File: src/include/soc_config.svh
`ifndef SOC_CONFIG_SVH
`define SOC_CONFIG_SVH

// bus widths, one word each
`define SOC_ADDR_W 16
`define SOC_DATA_W 32

// byte strobes per data word
`define SOC_STRB_W (`SOC_DATA_W / 8)

// slave select, 0 internal memory, 1 timer
`define SOC_SEL_BIT 15

// boot control register instead of sram
`define SOC_CTRL_BIT 14

// word address widths
`define SOC_SRAM_AW 10
`define SOC_ROM_AW 8

// cpu reset pulse length in cycles
`define SOC_RST_CYCLES 4

`endif
File: src/soc_pkg.sv
`default_nettype none

package soc_pkg;

`include "soc_config.svh"

   // timer register map
   typedef enum logic [1:0] {
      TMR_COUNT  = 2'd0,
      TMR_CTRL   = 2'd1,
      TMR_CMP    = 2'd2,
      TMR_STATUS = 2'd3
   } timer_reg_e;

   // internal memory view of an address
   typedef struct packed {
      logic                                sel;
      logic                                ctrl;
      logic [`SOC_ADDR_W-`SOC_SRAM_AW-5:0] rsvd;
      logic [`SOC_SRAM_AW-1:0]             word;
      logic [1:0]                          byte_off;
   } soc_mem_addr_t;

   // peripheral view, register index right above the byte bits
   typedef struct packed {
      logic                   sel;
      logic [`SOC_ADDR_W-6:0] rsvd;
      timer_reg_e             reg_idx;
      logic [1:0]             byte_off;
   } soc_periph_addr_t;

   typedef union packed {
      logic [`SOC_ADDR_W-1:0] raw;
      soc_mem_addr_t          mem;
      soc_periph_addr_t       periph;
   } soc_addr_t;

endpackage

`default_nettype wire

File: src/soc_split.sv
`timescale 1ns/1ps
`default_nettype none

`include "soc_config.svh"

module soc_split
   import soc_pkg::*;
(
   input  wire                                clk_i,
   input  wire                                arst_n_i,

   // master
   input  wire                                m_valid_i,
   input  wire  [`SOC_ADDR_W-1:0]             m_addr_i,
   input  wire  [`SOC_DATA_W-1:0]             m_wdata_i,
   input  wire  [`SOC_STRB_W-1:0]             m_wstrb_i,
   output logic                               m_ready_o,
   output logic [`SOC_DATA_W-1:0]             m_rdata_o,
   output logic                               m_rvalid_o,

   // slaves, index 0 is the internal memory
   output logic [1:0]                         s_valid_o,
   output logic [1:0][`SOC_ADDR_W-1:0]        s_addr_o,
   output logic [1:0][`SOC_DATA_W-1:0]        s_wdata_o,
   output logic [1:0][`SOC_STRB_W-1:0]        s_wstrb_o,
   input  wire  [1:0]                         s_ready_i,
   input  wire  [1:0][`SOC_DATA_W-1:0]        s_rdata_i,
   input  wire  [1:0]                         s_rvalid_i
);

   soc_addr_t m_addr;
   logic      sel;
   logic      rd_acc;
   logic      rd_pend_q;
   logic      rd_sel_q;

   assign m_addr.raw = m_addr_i;
   assign sel        = m_addr.mem.sel;

   // request path is purely combinational
   always_comb begin
      for (int s = 0; s < 2; s++) begin
         s_valid_o[s] = m_valid_i && (sel == 1'(s));
         s_addr_o[s]  = m_addr_i;
         s_wdata_o[s] = m_wdata_i;
         s_wstrb_o[s] = m_wstrb_i;
      end
   end

   assign m_ready_o = s_ready_i[sel];

   assign rd_acc = m_valid_i && m_ready_o && (m_wstrb_i == '0);

   // remember who owes the next read response
   always_ff @(posedge clk_i or negedge arst_n_i) begin
      if (!arst_n_i) begin
         rd_pend_q <= 1'b0;
         rd_sel_q  <= 1'b0;
      end else begin
         rd_pend_q <= rd_acc;
         if (rd_acc) begin
            rd_sel_q <= sel;
         end
      end
   end

   assign m_rvalid_o = rd_pend_q && s_rvalid_i[rd_sel_q];
   assign m_rdata_o  = s_rdata_i[rd_sel_q];

   // slaves never answer in the same cycle
   a_one_rvalid : assert property (
      @(posedge clk_i) disable iff (!arst_n_i)
      !(s_rvalid_i[0] && s_rvalid_i[1])
   );

   // an accepted read is always answered by the slave it went to
   a_resp_due : assert property (
      @(posedge clk_i) disable iff (!arst_n_i)
      rd_pend_q |-> s_rvalid_i[rd_sel_q]
   );

endmodule

`default_nettype wire

File: config.mk
export PLATFORM = sky130hd
export DESIGN_NAME = soc_split
export DESIGN_NICKNAME = d
export VERILOG_FILES = /design/src/soc_pkg.sv /design/src/soc_split.sv
export VERILOG_INCLUDE_DIRS = /design/src /design/src/include
export SDC_FILE = /design/constraint.sdc
export NUM_CORES = 1
export LEC_CHECK = 0
export BUFFER_PORTS_ARGS = -buffer_cell sky130_fd_sc_hd__clkbuf_2
export CORE_AREA = 2 2 102 104
export CTS_BUF_LIST = sky130_fd_sc_hd__clkbuf_4
export CTS_CLUSTER_SIZE = 16
export DETAILED_ROUTE_END_ITERATION = 10
export DIE_AREA = 0 0 104 106
export PLACE_DENSITY = 0.54
export SYNTH_ARGS = -nofsm -noshare
export SYNTH_HDL_FRONTEND = slang
export SYNTH_SLANG_ARGS = --single-unit
File: constraint.sdc
create_clock -name clk_i -period 1.1 [get_ports clk_i]
set_clock_uncertainty 0.1 [all_clocks]
set_input_delay 0.055 -clock clk_i [delete_from_list [all_inputs] [get_ports clk_i]]
set_output_delay 0.055 -clock clk_i [all_outputs]
set_load 0.05 [all_outputs]
==> results of run 1 <==
==> flip-flops by register name, summed over array words and instances (netlist names) <==
signal / flops
rd_sel_q: 1
rd_pend_q: 1
==> critical path, cell delays in order (launching register included) <==
cell and delay, ns:
dfrtp_2 0.43, buf_12 0.20, mux2_4 0.33, buf_8 0.15
==> Yosys cell counts <==
master     n
mux2_1    29
dfrtp_1    2
buf_4    104
nor4_4     1
mux2i_1    1
and2_2     1
mux2_4     2
and3_4     1
mux2_2     3
and2b_2    1
buf_2      4
nor2b_1    1
==> layout make-up <==
| class | count | area share (%) |
|---|---|---|
| timing repair buffer | 129 | 55.0 |
| clock buffer | 4 | 1.62 |
| sequential | 2 | 2.76 |
| multi-input combinational | 40 | 31.4 |
| tap | 136 | 9.15 |
==> power breakdown <==
part / switching [mW] / total (mW) / internal, mW / leakage, nW
Combinational: 1.13 / 2.16 / 1.02 / 0.925
Sequential: 0.0185 / 0.102 / 0.0838 / 0.0254
Clock: 0.0434 / 0.203 / 0.159 / 0.0184
==> routing by layer <==
| metal | up-vias | global-route usage (%) | part of all wire, % |
|---|---|---|---|
| met1 | 412 | 3.73 | 26 |
| met5 | - | 0 | 0 |
| met4 | 0 | 1.35 | 0.82 |
| met2 | 130 | 10.2 | 51 |
| li1 | 432 | - | - |
| met3 | 5 | 5.15 | 22 |
==> worst paths after layout <==
check	from	slack (ns)	end
min in group asynchronous	arst_n_i	0.05	rd_sel_q$_DFFE_PN0P_
worst max register to register	rd_sel_q$_DFFE_PN0P_	-0.02	rd_sel_q$_DFFE_PN0P_
max in group asynchronous	arst_n_i	0.73	rd_sel_q$_DFFE_PN0P_
worst max-delay path	rd_sel_q$_DFFE_PN0P_	-0.40	m_rdata_o[6]
worst min register to register	rd_sel_q$_DFFE_PN0P_	0.71	rd_sel_q$_DFFE_PN0P_
worst min-delay path	m_wdata_i[3]	0.01	s_wdata_o[35]
==> logic make-up (layout without fill, tap and decap cells) <==
group         count (synthesis)  after routing
buf+inv                     108            133
simple gates                  5              5
flops                         2              2
mux                          35             35
==> stage by stage <==
step / setup WS [ns] / utilization, % / setup TNS (ns)
finish: -0.404 / 18.6 / -12.69
global route: -0.470 / 18.6 / -14.76
CTS: -0.435 / 18.2 / -13.74
detailed placement: -0.274 / 14.6 / -8.18
global placement: -0.254 / 14.6 / -7.58
floorplan: -0.0672 / - / -1.94
==> what timing repair did <==
action                                 in CTS  in global routing
setup endpoints to repair                  34                 34
resized for setup                          68                 33
setup buffers                               2                  0
endpoints found under the hold margin       2                  0
hold buffers                                1                  0
==> impl_metrics.json, run 1 <==
{
  "coreArea_um2": 10000,
  "worst_slack_ns": -0.404,
  "ant_nets": 0,
  "finalWirelength_um": 3290,
  "grt.overflow.total": 0,
  "cts_root_buf": "clkbuf_4",
  "p_total_mw": 2.46,
  "hold_path.class": "in2out",
  "worstMarginPinSlew_ns": 0.284,
  "hpwl_um": 2900,
  "netlist.area_leader.share_pct": 59.8,
  "synth.area.top_cells": "buf_4 60%, mux2_1 25%, dfrtp_1 3.8%, mux2_2 2.6%, mux2_4 2.3%",
  "nFillCells": 1114,
  "grt_pass1_vias": 1035,
  "gp_congestion": 0.630,
  "tritoncts": "done",
  "row_count": 37,
  "antenna_found_initial": 0,
  "area_delta_synth_final_pct": 42.3,
  "synth_mux_area_share_pct": 30.7,
  "fp.dieW_um": 104,
  "place_inst": 304,
  "power_density_nw_per_um2": 1320,
  "crit_type": "reg2out",
  "grt_use_total_pct": 5.38,
  "failed_checks": "setup timing",
  "syn_inst": 150,
  "synth_seq_area_share_pct": 3.83,
  "layout_common_cells": "88 x clkbuf_2, 33 x buf_8, 31 x mux2_4",
  "clock_latency_ns": 0.23,
  "ios": 263,
  "wl_per_cell_um": 10.6,
  "hold_violations": 0,
  "start_util_pct": 13.1,
  "synth_seq_cells": 2,
  "io_buffers": 121,
  "final_common_cell": "clkbuf_2",
  "post_synth.cell_area_avg_um2": 8.71,
  "place_area_um2": 1460,
  "cp.arrival_ns": 1.35,
  "stdcell_area_um2": 1860,
  "synthAdderAreaFrac_pct": 0,
  "antenna_cells": 0,
  "maxCapViolCount": 0,
  "rsz0062_at_grt": "yes",
  "status": "complete, but fails checks",
  "grt_max_degree": 18,
  "die_h_um": 106,
  "instances_no_fill": 311,
  "synth_top_family_by_area": "buffers and inverters",
  "leakage_nw": 0.968,
  "grt_first_pass_wirelength_um": 4730,
  "synth_area_leader_cell": "buf_4",
  "drtIter0Drc": 16,
  "fin_nets": 299,
  "fin_crit_sh_pct": 137,
  "drv_slew": 0,
  "cts.sinks": 2,
  "max-clock-path-buffers": 2,
  "multi_input_area_um2": 584,
  "die_area_um2": 11000,
  "ff2ff_path_depth": 2,
  "vias": 979,
  "final-setup-viol-count": 34,
  "drc": 0,
  "synth-simple-area-share_pct": 4.21,
  "worstPathRequired_ns": 0.94,
  "synth_compound_area_share_pct": 0,
  "min_period_ns": 1.50,
  "synthXorXnorAreaFrac_pct": 0,
  "syn-num-nets": 273,
  "ir_drop_mv": 0.392,
  "netlist_area_um2": 1310,
  "cts_inserted_buffers": 3,
  "drtPass1Iterations": 2,
  "yosysUniqueCellTypes": 12,
  "start_kind": "flop",
  "drive_above_1_share_pct": 98.9,
  "whs_ns": 0.0100,
  "max_slew_margin_pct": 81.1,
  "critPathCaptureType": "primary output",
  "holdPathStages": 0,
  "htreeDepth": 1,
  "seqCellArea_um2": 51.3,
  "yosysWarnings": 0,
  "clk_pin_slew_ns": 0.03,
  "vias_per_cell": 3.15,
  "cp_max_fo": 17,
  "fmax_mhz": 665
}
Power figures use the tool's default switching activity.
==> run 2, diff against run 1 <==
ABC_AREA = 0   (was not set)
CORE_AREA = 5 5 99 101   (was 2 2 102 104)
PLACE_DENSITY = 0.59   (was 0.54)
==> impl_metrics.json, run 2 (same netlist as run 1, synthesis figures left out) <==
{
  "status": "complete, but fails checks",
  "failed_checks": "setup timing",
  "tns_ns": -13.00,
  "finalWirelength_um": 4150,
  "vias": 987,
  "drtIter0Drc": 3,
  "start_util_pct": 14.6,
  "critPathCaptureType": "primary output",
  "io_buffers": 121,
  "vias_per_cell": 3.44,
  "antenna_found_initial": 0,
  "worstPathRequired_ns": 0.94,
  "die_area_um2": 11000,
  "grt_max_degree": 20,
  "fmax_mhz": 661,
  "grt_first_pass_wirelength_um": 5930,
  "ios": 263,
  "cts_inserted_buffers": 3,
  "fp.dieW_um": 104,
  "grt_use_total_pct": 6.75,
  "power_density_nw_per_um2": 1350,
  "htreeDepth": 1,
  "p_total_mw": 2.49,
  "ant_nets": 0,
  "die_h_um": 106,
  "crit_type": "reg2out",
  "worst_slack_ns": -0.412,
  "grt_pass1_vias": 1159,
  "row_count": 35,
  "max-clock-path-buffers": 2,
  "ir_drop_mv": 0.516,
  "gp_congestion": 0.714,
  "dp_slack_ns": -0.240,
  "max_slew_margin_pct": 80.5,
  "worstMarginPinSlew_ns": 0.294,
  "min_period_ns": 1.51,
  "cts_root_buf": "clkbuf_4",
  "drv_slew": 0,
  "drtPass1Iterations": 4,
  "hold_violations": 0,
  "wl_per_cell_um": 14.4,
  "antenna_cells": 0,
  "hold_path.class": "in2out",
  "final_common_cell": "clkbuf_2",
  "clk_pin_slew_ns": 0.04,
  "grt.overflow.total": 0,
  "start_kind": "flop",
  "leakage_nw": 0.983,
  "clock_latency_ns": 0.24,
  "top_regs": "rd_pend_q x1, rd_sel_q x1",
  "tritoncts": "done",
  "cp_max_fo": 19,
  "cp.arrival_ns": 1.36,
  "drive_above_1_share_pct": 98.9,
  "cts.sinks": 2,
  "drc": 0,
  "rsz0062_at_grt": "yes",
  "coreArea_um2": 8930,
  "maxCapViolCount": 0,
  "layout_common_cells": "88 x clkbuf_2, 34 x mux2_4, 28 x buf_8",
  "area_delta_synth_final_pct": 40.9,
  "final-setup-viol-count": 34,
  "fin_crit_sh_pct": 137,
  "fin_nets": 300,
  "hpwl_um": 3580
}
-- run 2: changes by cell type in the layout (fill, tap and decap cells not counted), sizes merged --
cell    before  now
clkbuf      92   97
buf         40   36
-- run 2: metrics by stage --
stage / hold slack (ns) / instance area [µm²] / instances / util (%)
floorplan: -0.341 / 1460 / 150 / -
global route: 0.0101 / 1840 / 287 / 20.6
finish: 0.0100 / 1840 / 287 / 20.6
CTS: 0.0105 / 1790 / 286 / 20.1
detailed placement: -0.238 / 1450 / 281 / 16.2
global placement: -0.235 / 1450 / 281 / 16.2
-- run 2: cell type report --
type                            instances  area, µm²
Sequential cell                         2       51.3
Clock buffer                            4       30.0
Multi-Input combinational cell         40        596
Fill cell                            1000       7090
Timing Repair Buffer                  130       1020
Tap cell                              111        139
-- run 2: worst max-delay path: stages (launching register included) --
cell and delay [ns]:
dfrtp_2 0.42, buf_12 0.20, mux2_4 0.33, buf_8 0.15
-- run 2: final timing paths --
kind | slack (ns) | depth (start not counted) | end | from
worst max-delay path | -0.41 | 3 | m_rdata_o[26] | rd_sel_q$_DFFE_PN0P_
worst min-delay path | 0.01 | 0 | s_wdata_o[19] | m_wdata_i[19]
worst min register to register | 0.85 | 3 | rd_sel_q$_DFFE_PN0P_ | rd_sel_q$_DFFE_PN0P_
worst max register to register | -0.18 | 3 | rd_sel_q$_DFFE_PN0P_ | rd_sel_q$_DFFE_PN0P_
max in group asynchronous | 0.70 | 2 | rd_sel_q$_DFFE_PN0P_ | arst_n_i
min in group asynchronous | 0.07 | 2 | rd_sel_q$_DFFE_PN0P_ | arst_n_i
-- run 2: report_power, final --
part / total (mW) / internal, mW / switching [mW]
clock: 0.223 / 0.161 / 0.0624
sequential: 0.0990 / 0.0836 / 0.0154
combinational: 2.17 / 1.02 / 1.15
-- run 2: routing by layer --
| layer | share of wire [%] | global-route usage [%] |
|---|---|---|
| met5 | 0 | 0 |
| met4 | 1.2 | 1.20 |
| met3 | 22 | 7.41 |
| met2 | 44 | 9.34 |
| met1 | 33 | 6.98 |
-- run 2: what timing repair did --
action	4_1_cts	5_1_grt
hold buffers	1	0
resized for setup	70	29
setup buffers	0	1
hold endpoints to repair	2	0
endpoints found under the setup margin	34	34
==> run 3, diff against run 2 <==
ABC_AREA = not set   (was 0)
SETUP_SLACK_MARGIN = 0.3   (was not set)
==> impl_metrics.json, run 3 (same netlist as run 1, synthesis figures left out) <==
{
  "leakage_nw": 1.01,
  "cp_max_fo": 19,
  "vias": 990,
  "max_slew_margin_pct": 81.3,
  "worst-path-buf-inv": 2,
  "fp.dieW_um": 104,
  "place_inst": 281,
  "final_common_cell": "clkbuf_2",
  "grt_pass1_vias": 1179,
  "ff2ff_path_depth": 3,
  "power_density_nw_per_um2": 1320,
  "min_period_ns": 1.51,
  "finalWirelength_um": 4210,
  "cp.arrival_ns": 1.36,
  "rsz0062_at_grt": "yes",
  "clk_pin_slew_ns": 0.04,
  "holdPathStages": 0,
  "grt_use_total_pct": 6.91,
  "worst-r2r-setup-slack_ns": -0.18,
  "tritoncts": "done",
  "instances_no_fill": 288,
  "clock_latency_ns": 0.24,
  "path_delay_family": "flip-flops",
  "coreArea_um2": 8930,
  "drv_slew": 0,
  "drc": 0,
  "grt_first_pass_wirelength_um": 6100,
  "crit_type": "reg2out",
  "cpPeakStageDelay_ns": 0.42,
  "status": "complete, but fails checks",
  "cts_inserted_buffers": 3,
  "start_kind": "flop",
  "worst_slack_ns": -0.412,
  "worstHoldEndpoint": "s_wdata_o[19]",
  "stdcell_area_um2": 1910,
  "wl_per_cell_um": 14.6,
  "r2r_start": "rd_sel_q$_DFFE_PN0P_",
  "hold_violations": 0,
  "fin_crit_sh_pct": 137,
  "antenna_found_initial": 0,
  "cp_cell_sequence": "buf_12, mux2_4, buf_8",
  "grt_max_degree": 20,
  "maxCapViolCount": 0,
  "cts.sinks": 2,
  "io_buffers": 121,
  "seqCellArea_um2": 51.3,
  "drive_above_1_share_pct": 98.9,
  "start_util_pct": 14.6,
  "place_area_um2": 1450,
  "area_delta_synth_final_pct": 46.3,
  "max-clock-path-buffers": 2,
  "ant_nets": 0,
  "drtIter0Drc": 3,
  "worstPathRequired_ns": 0.94,
  "antenna_cells": 0,
  "worstMarginPinSlew_ns": 0.282,
  "hpwl_um": 3580,
  "fmax_mhz": 661,
  "ir_drop_mv": 0.516,
  "die_area_um2": 11000,
  "row_count": 35,
  "final-setup-viol-count": 34,
  "drtPass1Iterations": 4,
  "vias_per_cell": 3.44,
  "tns_ns": -13.02,
  "hold_path.class": "in2out",
  "die_h_um": 106,
  "r2r-end": "rd_sel_q$_DFFE_PN0P_",
  "htreeDepth": 1,
  "ios": 263,
  "layout_common_cells": "84 x clkbuf_2, 34 x mux2_4, 29 x buf_8",
  "fin_nets": 301,
  "grt.overflow.total": 0,
  "failed_checks": "setup timing",
  "top_regs": "rd_pend_q x1, rd_sel_q x1",
  "gp_congestion": 0.714,
  "nFillCells": 991,
  "multi_input_area_um2": 596,
  "critPathCaptureType": "primary output",
  "min_from": "m_wdata_i[19]",
  "cts_root_buf": "clkbuf_4",
  "cp_slowest_cell": "dfrtp_2"
}
run 3: worst max path at each step:
stage                                     from             to  slack (ns)  depth (start not counted)
after floorplan           rd_sel_q$_DFFE_PN0P_  m_rdata_o[10]       -0.07                          3
after global placement    rd_sel_q$_DFFE_PN0P_  m_rdata_o[26]       -0.23                          3
after detailed placement  rd_sel_q$_DFFE_PN0P_  m_rdata_o[26]       -0.24                          3
after CTS                 rd_sel_q$_DFFE_PN0P_  m_rdata_o[26]       -0.45                          3
after global routing      rd_sel_q$_DFFE_PN0P_  m_rdata_o[26]       -0.46                          3
final                     rd_sel_q$_DFFE_PN0P_  m_rdata_o[26]       -0.41                          3
run 3: cell type report:
type / instances / share of cell area [%]
Clock buffer: 4 / 1.57
Timing Repair Buffer: 131 / 57.3
Tap cell: 111 / 7.27
Sequential cell: 2 / 2.69
Multi-Input combinational cell: 40 / 31.2
run 3: through the flow:
stage	setup slack (ns)	power [mW]	utilization, %	hold slack (ns)
5_1_grt	-0.464	2.63	21.4	0.0101
2_1_floorplan	-0.0672	2.42	-	-0.341
3_5_place_dp	-0.240	1.82	16.2	-0.238
6_report	-0.412	2.52	21.4	0.0100
3_3_place_gp	-0.232	1.81	16.2	-0.235
4_1_cts	-0.448	2.41	20.9	0.0105
run 3: timing repair:
action                                 in CTS  in global routing
buffers inserted                            1                  1
setup endpoints to repair                  37                 39
gates resized for setup                    80                 30
endpoints found under the hold margin       2                  0
hold buffers                                1                  0
run 3: metal layers:
layer	share of wire [%]	GRT usage, %
met2	45	9.70
met5	0	0
met3	22	7.59
met1	33	7.05
met4	1.2	1.20
run 3: power breakdown:
group	leakage (nW)	internal (mW)	total (mW)	switching (mW)
Combinational	0.967	1.04	2.20	1.15
Sequential	0.0254	0.0837	0.0990	0.0154
Clock	0.0184	0.161	0.221	0.0602
