File: src/include/soc_config.svh
`ifndef SOC_CONFIG_SVH
`define SOC_CONFIG_SVH

// bus widths, one word each
`define SOC_ADDR_W 16
`define SOC_DATA_W 32

// byte strobes per data word
`define SOC_STRB_W (`SOC_DATA_W / 8)

// slave select, 0 internal memory, 1 timer
`define SOC_SEL_BIT 15

// boot control register instead of sram
`define SOC_CTRL_BIT 14

// word address widths
`define SOC_SRAM_AW 10
`define SOC_ROM_AW 8

// cpu reset pulse length in cycles
`define SOC_RST_CYCLES 4

`endif
File: src/soc_pkg.sv
`default_nettype none

package soc_pkg;

`include "soc_config.svh"

   // timer register map
   typedef enum logic [1:0] {
      TMR_COUNT  = 2'd0,
      TMR_CTRL   = 2'd1,
      TMR_CMP    = 2'd2,
      TMR_STATUS = 2'd3
   } timer_reg_e;

   // internal memory view of an address
   typedef struct packed {
      logic                                sel;
      logic                                ctrl;
      logic [`SOC_ADDR_W-`SOC_SRAM_AW-5:0] rsvd;
      logic [`SOC_SRAM_AW-1:0]             word;
      logic [1:0]                          byte_off;
   } soc_mem_addr_t;

   // peripheral view, register index right above the byte bits
   typedef struct packed {
      logic                   sel;
      logic [`SOC_ADDR_W-6:0] rsvd;
      timer_reg_e             reg_idx;
      logic [1:0]             byte_off;
   } soc_periph_addr_t;

   typedef union packed {
      logic [`SOC_ADDR_W-1:0] raw;
      soc_mem_addr_t          mem;
      soc_periph_addr_t       periph;
   } soc_addr_t;

endpackage

`default_nettype wire

File: src/soc_timer.sv
`timescale 1ns/1ps
`default_nettype none

`include "soc_config.svh"

module soc_timer
   import soc_pkg::*;
(
   input  wire                     clk_i,
   input  wire                     arst_n_i,
   input  wire                     cpu_reset_i,
   input  wire                     valid_i,
   input  wire  [`SOC_ADDR_W-1:0]  addr_i,
   input  wire  [`SOC_DATA_W-1:0]  wdata_i,
   input  wire  [`SOC_STRB_W-1:0]  wstrb_i,
   output logic                    ready_o,
   output logic [`SOC_DATA_W-1:0]  rdata_o,
   output logic                    rvalid_o,
   output logic                    irq_o
);

   soc_addr_t              addr;
   timer_reg_e             reg_idx;
   logic                   wr;
   logic                   match_set;
   logic [`SOC_DATA_W-1:0] rd_word;
   logic [`SOC_DATA_W-1:0] count_q;
   logic [`SOC_DATA_W-1:0] cmp_q;
   logic                   en_q;
   logic                   match_q;
   logic                   rvalid_q;
   logic [`SOC_DATA_W-1:0] rdata_q;

   assign addr.raw  = addr_i;
   assign reg_idx   = addr.periph.reg_idx;
   assign ready_o   = 1'b1;
   assign wr        = valid_i && (wstrb_i != '0);
   assign match_set = en_q && (count_q == cmp_q);

   always_comb begin
      case (reg_idx)
         TMR_COUNT: rd_word = count_q;
         TMR_CTRL:  rd_word = {{(`SOC_DATA_W-1){1'b0}}, en_q};
         TMR_CMP:   rd_word = cmp_q;
         default:   rd_word = {{(`SOC_DATA_W-1){1'b0}}, match_q};
      endcase
   end

   always_ff @(posedge clk_i or negedge arst_n_i) begin
      if (!arst_n_i) begin
         count_q  <= '0;
         cmp_q    <= '0;
         en_q     <= 1'b0;
         match_q  <= 1'b0;
         rvalid_q <= 1'b0;
      end else begin
         // cpu reset restarts the count
         if (cpu_reset_i) count_q <= '0;
         else if (en_q) count_q <= count_q + 1'b1;

         if (wr && reg_idx == TMR_CTRL && wstrb_i[0]) en_q <= wdata_i[0];
         if (wr && reg_idx == TMR_CMP) begin
            for (int b = 0; b < `SOC_STRB_W; b++) begin
               if (wstrb_i[b]) cmp_q[b*8 +: 8] <= wdata_i[b*8 +: 8];
            end
         end

         // sticky, a new match beats a clear
         if (match_set) match_q <= 1'b1;
         else if (wr && reg_idx == TMR_STATUS && wstrb_i[0] && wdata_i[0]) match_q <= 1'b0;

         rvalid_q <= valid_i && !wr;
      end
   end

   always_ff @(posedge clk_i) begin
      if (valid_i && !wr) rdata_q <= rd_word;
   end

   assign rvalid_o = rvalid_q;
   assign rdata_o  = rdata_q;
   assign irq_o    = match_q && en_q;

   a_match_en : assert property (
      @(posedge clk_i) disable iff (!arst_n_i)
      $rose(match_q) |-> $past(en_q)
   );

endmodule

`default_nettype wire

File: config.mk
export PLATFORM = sky130hd
export DESIGN_NAME = soc_timer
export DESIGN_NICKNAME = d
export VERILOG_FILES = /design/src/soc_pkg.sv /design/src/soc_timer.sv
export VERILOG_INCLUDE_DIRS = /design/src /design/src/include
export SDC_FILE = /design/constraint.sdc
export NUM_CORES = 1
export LEC_CHECK = 0
export BUFFER_PORTS_ARGS = -buffer_cell sky130_fd_sc_hd__buf_2
export CORE_ASPECT_RATIO = 1.2
export CORE_MARGIN = 3
export CORE_UTILIZATION = 50
export DETAILED_ROUTE_END_ITERATION = 8
export GPL_ROUTABILITY_DRIVEN = 0
export PLACE_DENSITY = 0.71
export SLEW_MARGIN = 20
export SYNTH_ARGS = -nofsm -noshare
export SYNTH_HDL_FRONTEND = slang
export SYNTH_SLANG_ARGS = --single-unit
File: constraint.sdc
create_clock -name clk_i -period 1.88 [get_ports clk_i]
set_input_delay 0.376 -clock clk_i [delete_from_list [all_inputs] [get_ports clk_i]]
set_output_delay 0.376 -clock clk_i [all_outputs]
set_load 0.01 [all_outputs]
==> results of run 1 <==
cell usage after synthesis, drive strengths merged, types with 3 or more instances:
library cell	n
nor2	70
dfrtp	67
mux2	33
edfxtp	32
mux2i	32
xor2	32
xnor2	28
nand4	20
nand2	17
nand3	16
buf	13
clkbuf	13
nor3	10
nor4	7
o21ai	5
and3	4
inv	4
a21oi	3
or3	3
worst paths after layout:
| check | slack [ns] | depth (start not counted) | end |
|---|---|---|---|
| worst min register to register | 0.56 | 1 | cmp_q[25] |
| worst max-delay path | 0.15 | 5 | count_q[21] |
| worst max register to register | 0.15 | 5 | count_q[21] |
| min in group clk_i | 0.23 | 2 | cmp_q[19] |
| max in group asynchronous | 1.55 | 2 | count_q[0] |
| worst min-delay path | 0.01 | 2 | cmp_q[7] |
cells by family after synthesis:
kind of cell | after synthesis | synth area share (%)
mux | 66 | 14.8
xor+xnor | 60 | 10.9
flops | 99 | 54.7
compound gates | 10 | 1.24
simple gates | 150 | 15.3
fa+ha+maj | 1 | 0.259
buf+inv | 30 | 2.72
other cells | 1 | 0.0777
where the power goes:
part	switching [mW]	internal (mW)	total, mW	leakage (nW)
combinational	0.310	0.359	0.669	1.19
clock	0.708	0.550	1.26	0.0900
sequential	0.185	2.42	2.60	1.16
total	1.20	3.32	4.53	2.44
what timing repair did:
action | in CTS | in global routing
hold buffers | 0 | 0
setup endpoints to repair | 0 | 7
setup buffers | 0 | 1
gates resized for setup | 0 | 5
sequential cells by signal, summed over array words and instances (netlist names):
register  flops
count_q      32
en_q          1
rvalid_o      1
cmp_q        32
rdata_o      32
match_q       1
routing by layer:
metal,GRT usage [%],vias up
met1,30.1,1643
li1,-,1602
met2,33.0,124
met5,0,-
met3,4.42,9
met4,7.02,0
final cells by class:
class / instances / share of cell area (%)
clock buffers: 12 / 2.75
clock inverters: 4 / 0.444
inverters: 4 / 0.267
multi-input cells: 288 / 36.8
flip-flops and latches: 99 / 46.9
well taps: 120 / 2.67
repair buffers: 96 / 10.1
per-stage QoR:
step	hold slack [ns]	utilization, %	cell area (um^2)	cells	power, mW
global placement	0.421	58.9	5430	606	3.28
CTS	0.0146	60.9	5610	622	4.58
global route	0.0225	61.1	5630	623	4.77
finish	0.0148	61.1	5630	623	4.53
detailed placement	0.425	58.9	5430	606	3.32
floorplan	0.0804	-	4840	417	3.06
==> impl_metrics.yaml, run 1 <==
clock_tree:
  maximum_clock_insertion_buffer_count: 2
  clkTransAtPathRegs_ns: 0.09
  cts_made_buffers: 9
  cts_root_buffer: "clkbuf_8"
  htree_num_levels: 3
  clkSinkCount: 99
  clock_latency_at_the_later_pin_of_the_worst_skew_pair_ns: 0.37
  tritoncts: "built"
min_path:
  holdCritPathClass: "primary input to async pin"
die:
  die_area_um2: 10900
  initial_core_util_pct: 52.3
  rows: 38
  design.core.area_um2: 9220
  die_width_um: 95.7
  design.portCount: 91
  chipHeight_um: 114
logic_synthesis:
  synth_async_reset_ratio_pct: 67.7
  synth_area_um2: 4830
  yosys_warnings: 0
  yosys.cell_types.count: 36
  synth.top_cells.by_area: "dfrtp_1, edfxtp_1, mux2_2"
  synth_top_area_cell: "dfrtp_1"
  synth_edf_count: 32
  postSynthNetCount: 474
  yosys_register_bits: 99
  yosys_top_cell_area_share_pct: 34.7
  average_instance_area_after_synthesis_um2: 11.6
  gate_count_post_synth: 417
  yosysSeqAreaShare_pct: 54.7
  ys_dominant_reg_cell: "dfrtp_1"
sta:
  fin_setup_tns_ns: 0
  layout_setup_ws_ns: 0.150
  period_share_pct: 92.0
  post-route-min-period_ns: 1.73
  clock-skew-final_ns: 0.00812
  rsz0062_at_grt: "false"
  fmaxAchievable_mhz: 578
  hold_viol: 0
  total_of_endpoints_with_negative_setup_slack_in_the_final_report: 0
  maxSlewViolCount: 0
drt:
  drc: 0
  routed.top_layer: "met4"
  drtPass1Iterations: 5
  num_vias: 3378
  post_drt_wl_per_cell_um: 17.2
  m1WireLength_um: 4770
  wl_met3_um: 578
  detailroute.wirelength.met2_um: 5240
  antenna_violating_nets_post_route: 0
  first_iter_violations: 209
  drt_wl_total_um: 10700
  detail_route.vias_per_cell: 5.42
power_and_ir_drop:
  p_leak_nw: 2.44
  power.density_nw_per_um2: 804
  power.ir.vdd_worst_mv: 0.359
worst_setup_path:
  crit_chain: "nand4_4 -> nor4_4 -> nand3_2 -> or3_1 -> a21oi_1"
  critical_path.max_fanout: 5
  critical-path-max-stage-delay_ns: 0.50
  critPathKind: "flop to flop"
  r2r-start: "count_q[14]"
  crit_end_element: "flop"
  cpLargestDelayFamily: "simple AND/OR/NAND/NOR gates"
  timing.critical_path.buf_inv: 0
  cp.arrival_ns: 2.03
  timing.critical_path.required_ns: 2.18
  crit_start: "count_q[14]"
  startpoint_type: "flop"
  slowest_stage: "dfrtp_1"
layout:
  multiInputGateArea_um2: 2070
  syn2layout_area_growth_pct: 16.7
  layout.area.seq_um2: 2640
  diode_count: 0
  fill_cells: 748
  final_cell_mix: "buf_2, nor2_1, dfrtp_1"
  mostFrequentLayoutCell: "buf_2"
  nets: 555
  drive_gt1_share_pct: 31.2
placement:
  portBuffers: 75
  place_hpwl_um: 7840
  dpl_worst_slack_ns: 0.109
grt:
  vias_in_the_first_global_route: 3405
  grt_max_degree: 68
  antenna_found_initial: 0
  grt_pass1_wl_um: 17500
  grt_util_all_layers_pct: 21.3
  gr-total-overflow: 0
flow_run:
  cap_violations: 0
status:
  outcome: "finished, final reports clean"
(Power assumes the default switching activity.)
==> run 2, diff against run 1 <==
- CORE_UTILIZATION: 50 -> 56
- PLACE_DENSITY: 0.71 -> 0.78
==> impl_metrics.yaml, run 2 (synthesis results as in run 1) <==
layout:
  nets: 560
  fill_cells: 611
  final_cell_mix: "buf_2, nor2_1, dfrtp_1"
  diode_count: 0
  final_area_um2: 5660
  mostFrequentLayoutCell: "buf_2"
  syn2layout_area_growth_pct: 17.2
  drive_gt1_share_pct: 31.5
clock_tree:
  maximum_clock_insertion_buffer_count: 2
  tritoncts: "built"
  cts_root_buffer: "clkbuf_8"
  clock_latency_at_the_later_pin_of_the_worst_skew_pair_ns: 0.38
  clkSinkCount: 99
  htree_num_levels: 3
  post_cts_buffers: 0
  clkTransAtPathRegs_ns: 0.10
  cts_made_buffers: 9
drt:
  num_vias: 3423
  drc: 0
  detail_route.vias_per_cell: 5.50
  first_iter_violations: 171
  antenna_violating_nets_post_route: 0
  post_drt_wl_per_cell_um: 17.3
  drtPass1Iterations: 4
  detailroute.wirelength.met2_um: 5160
  m1WireLength_um: 4810
  drt_wl_total_um: 10800
  routed.top_layer: "met4"
  wl_met3_um: 512
power_and_ir_drop:
  share_of_total_power_consumed_by_net_switching_pct: 27.2
  pwr-share-clk_pct: 26.8
  power.density_nw_per_um2: 791
  power_report.internal_total_mw: 3.26
  p_leak_nw: 2.46
  power.ir.vdd_worst_mv: 0.427
  pwr-share-comb_pct: 15.3
  sequential_share_of_power_pct: 57.9
  total_switching_power_mw: 1.22
sta:
  worst_pin_slew_ns: 0.558
  hold_viol: 0
  total_of_endpoints_with_negative_setup_slack_in_the_final_report: 0
  fin_setup_tns_ns: 0
  fmaxAchievable_mhz: 566
  clock-skew-final_ns: 0.0152
  period_share_pct: 93.9
  post-route-min-period_ns: 1.77
  rsz0062_at_grt: "false"
  slew_headroom_pct: 62.8
  maxSlewViolCount: 0
die:
  initial_core_util_pct: 58.5
  die_area_um2: 9770
  die_width_um: 90.7
  design.portCount: 91
  rows: 36
  chipHeight_um: 108
  design.core.area_um2: 8240
worst_setup_path:
  timing.critical_path.required_ns: 2.20
  critPathKind: "flop to flop"
  ff2ff_setup_slack_ns: 0.11
  cp.arrival_ns: 2.08
  reg2reg_depth: 5
  crit_start: "count_q[12]"
  critical_path.max_fanout: 7
  startpoint_type: "flop"
  critical_path.endpoint: "count_q[21]"
  r2r_endpoint: "count_q[21]"
  crit_end_element: "flop"
  r2r-start: "count_q[12]"
grt:
  grt_max_degree: 34
  vias_in_the_first_global_route: 3582
  gr-total-overflow: 0
  grt_util_all_layers_pct: 23.9
  antenna_found_initial: 0
  grt_pass1_wl_um: 17700
status:
  outcome: "finished, final reports clean"
min_path:
  holdCritPathClass: "primary input to flop"
  whs_path_depth: 2
placement:
  place_area_um2: 5480
  portBuffers: 75
  place_hpwl_um: 8070
flow_run:
  cap_violations: 0
## run 2: worst min-delay path by stage
stage	start	endpoint	slack, ns
2_1_floorplan	arst_n_i	cmp_q[0]	0.08
3_3_place_gp	arst_n_i	count_q[10]	0.39
4_1_cts	wdata_i[19]	cmp_q[19]	0.21
5_1_grt	wdata_i[25]	cmp_q[25]	0.22
3_5_place_dp	arst_n_i	count_q[10]	0.39
6_report	wdata_i[19]	cmp_q[19]	0.22
## run 2: worst max-delay path, cell delays in order (launching register included)
cell and delay [ns]:
dfrtp_1 0.53, nand4_4 0.18, nor4_4 0.34, nand3_2 0.15, or3_1 0.38, a21oi_1 0.14
## run 2: layout make-up
class                           instances  area (um^2)  share of cell area (%)
Clock buffer                           11          131                    2.32
Multi-Input combinational cell        288         2070                    36.7
Sequential cell                        99         2640                    46.7
Timing Repair Buffer                  101          623                    11.0
Inverter                                4         15.0                   0.265
Clock inverter                          5         30.0                   0.531
Tap cell                              114          143                    2.52
## run 2: per-stage QoR
stage | hold WS [ns] | utilization [%] | total power [mW] | instances | setup slack, ns
floorplan | 0.0804 | - | 3.06 | 417 | 0.129
global placement | 0.387 | 66.4 | 3.29 | 605 | 0.175
detailed placement | 0.394 | 66.4 | 3.32 | 605 | 0.106
CTS | 0.209 | 68.5 | 4.50 | 622 | 0.0878
global route | 0.219 | 68.6 | 4.68 | 622 | 0.00325
finish | 0.217 | 68.6 | 4.48 | 622 | 0.115
## run 2: timing repair
| action | CTS | global route |
|---|---|---|
| hold endpoints to repair | 19 | 0 |
| setup endpoints to repair | 0 | 5 |
| resized for setup | 0 | 4 |
| hold buffers | 1 | 0 |
## run 2: per-layer routing
| layer | vias up | track usage, % |
|---|---|---|
| li1 | 1618 | - |
| met1 | 1697 | 31.9 |
| met2 | 92 | 38.0 |
| met3 | 16 | 3.92 |
| met4 | 0 | 12.1 |
| met5 | - | 0 |
## run 2: power groups by stage
stage | Sequential [mW] | Combinational, mW | Clock (mW)
floorplan | 2.59 | 0.467 | 0
detailed placement | 2.64 | 0.686 | 0
global route | 2.62 | 0.752 | 1.30
global placement | 2.63 | 0.662 | 0
CTS | 2.59 | 0.692 | 1.22
finish | 2.59 | 0.685 | 1.20
==> run 3, diff against run 2 <==
- CORE_MARGIN: 3 -> 2
==> impl_metrics.yaml, run 3 (synthesis results as in run 1) <==
power_and_ir_drop:
  p_leak_nw: 2.50
  power.ir.vdd_worst_mv: 0.388
  power.density_nw_per_um2: 798
grt:
  vias_in_the_first_global_route: 3453
  grt_max_degree: 49
  antenna_found_initial: 0
  grt_pass1_wl_um: 17100
  gr-total-overflow: 0
  grt_util_all_layers_pct: 24.3
drt:
  drt_wl_total_um: 10700
  first_iter_violations: 199
  num_vias: 3419
  detail_route.vias_per_cell: 5.42
  drtPass1Iterations: 5
  antenna_violating_nets_post_route: 0
  drc: 0
  post_drt_wl_per_cell_um: 17.0
worst_setup_path:
  startpoint_type: "flop"
  ff2ff_setup_slack_ns: 0.03
  critical_path.max_fanout: 4
  crit_end_element: "flop"
  timing.critical_path.required_ns: 2.18
  reg2reg_depth: 6
  r2r_endpoint: "count_q[19]"
  r2r-start: "count_q[0]"
  cp.arrival_ns: 2.16
  critPathKind: "flop to flop"
  critical_path.endpoint: "count_q[19]"
  crit_start: "count_q[0]"
die:
  design.portCount: 91
  die_width_um: 88.7
  chipHeight_um: 106
  rows: 37
  initial_core_util_pct: 57.0
  design.core.area_um2: 8470
  die_area_um2: 9380
sta:
  slew_headroom_pct: 65.9
  clock-skew-final_ns: 0.00626
  total_of_endpoints_with_negative_setup_slack_in_the_final_report: 0
  period_share_pct: 98.4
  fmaxAchievable_mhz: 540
  post-route-min-period_ns: 1.85
  worst_pin_slew_ns: 0.510
  rsz0062_at_grt: "true"
  maxSlewViolCount: 0
  hold_ws_ns: 0.228
  hold_viol: 0
status:
  outcome: "finished, final reports clean"
clock_tree:
  clkSinkCount: 99
  clock_latency_at_the_later_pin_of_the_worst_skew_pair_ns: 0.37
  maximum_clock_insertion_buffer_count: 2
  clkTransAtPathRegs_ns: 0.09
  cts_made_buffers: 9
  htree_num_levels: 3
  cts_root_buffer: "clkbuf_8"
  tritoncts: "built"
placement:
  place_area_um2: 5480
  portBuffers: 75
  place_hpwl_um: 7910
layout:
  drive_gt1_share_pct: 32.3
  final_cell_mix: "buf_2, nor2_1, dfrtp_1"
  diode_count: 0
  nets: 566
  final_area_um2: 5710
  fill_cells: 611
  final_core_utilization_pct: 67.4
  mostFrequentLayoutCell: "buf_2"
  syn2layout_area_growth_pct: 18.3
flow_run:
  cap_violations: 0
min_path:
  holdCritPathClass: "primary input to flop"
-- run 3: cell count changes in the layout (fill, tap and decap cells not counted), moves of 2 or more --
cell        before  now
buf_4           21   28
clkinv_2         3    0
clkinvlp_4       2    0
clkbuf_8         9   11
buf_12           4    2
a21oi_2          0    2
a21oi_1          3    1
-- run 3: final cells by class --
class                   instances  area [um^2]  area share [%]
inverters                       4         15.0           0.263
clock inverters                 2         12.5           0.219
clock buffers                  14          163            2.85
multi-input cells             288         2090            36.5
well taps                     117          146            2.56
repair buffers                107          647            11.3
flip-flops and latches         99         2640            46.2
-- run 3: critical path, cell delays in order (launching register included) --
cell     delay [ns]
dfrtp_1        0.44
buf_6          0.13
nand4_1        0.19
nor4_4         0.37
nand3_2        0.15
or3_4          0.37
a21oi_2        0.14
-- run 3: worst min path at each step --
stage                     slack (ns)         from  cells after the start   endpoint
after floorplan                 0.08     arst_n_i                      0   cmp_q[0]
after global placement          0.26     arst_n_i                      1   cmp_q[7]
after detailed placement        0.27     arst_n_i                      1   cmp_q[7]
after CTS                       0.22  wdata_i[24]                      2  cmp_q[24]
after global routing            0.23   wdata_i[6]                      2   cmp_q[6]
final                           0.23  wdata_i[24]                      2  cmp_q[24]
-- run 3: routing by layer --
layer  track usage [%]  up-vias  share of wire, %  routed length [um]
li1                  -     1629                 -                   -
met1              33.1     1652                41                4420
met2              38.0      114                50                5400
met3              4.46       24               6.0                 646
met4              10.1        0               2.6                 281
met5                 0        -                 0                   0
-- run 3: timing repair --
action,in CTS,in global routing
endpoints found under the setup margin,0,9
endpoints found under the hold margin,8,0
buffers inserted,0,3
hold buffers,1,0
gates resized for setup,0,7
-- run 3: power by group --
group,switching (mW),leakage (nW),internal [mW]
sequential,0.186,1.16,2.41
clock,0.698,0.0883,0.554
combinational,0.321,1.25,0.385
-- run 3: through the flow --
| stage | power, mW | instances | setup TNS (ns) | worst slack, ns |
|---|---|---|---|---|
| 3_3_place_gp | 3.29 | 611 | 0 | 0.172 |
| 4_1_cts | 4.56 | 628 | 0 | 0.0572 |
| 2_1_floorplan | 3.06 | 417 | 0 | 0.129 |
| 6_report | 4.56 | 631 | 0 | 0.0292 |
| 5_1_grt | 4.74 | 631 | -0.162 | -0.0589 |
| 3_5_place_dp | 3.32 | 611 | 0 | 0.0889 |
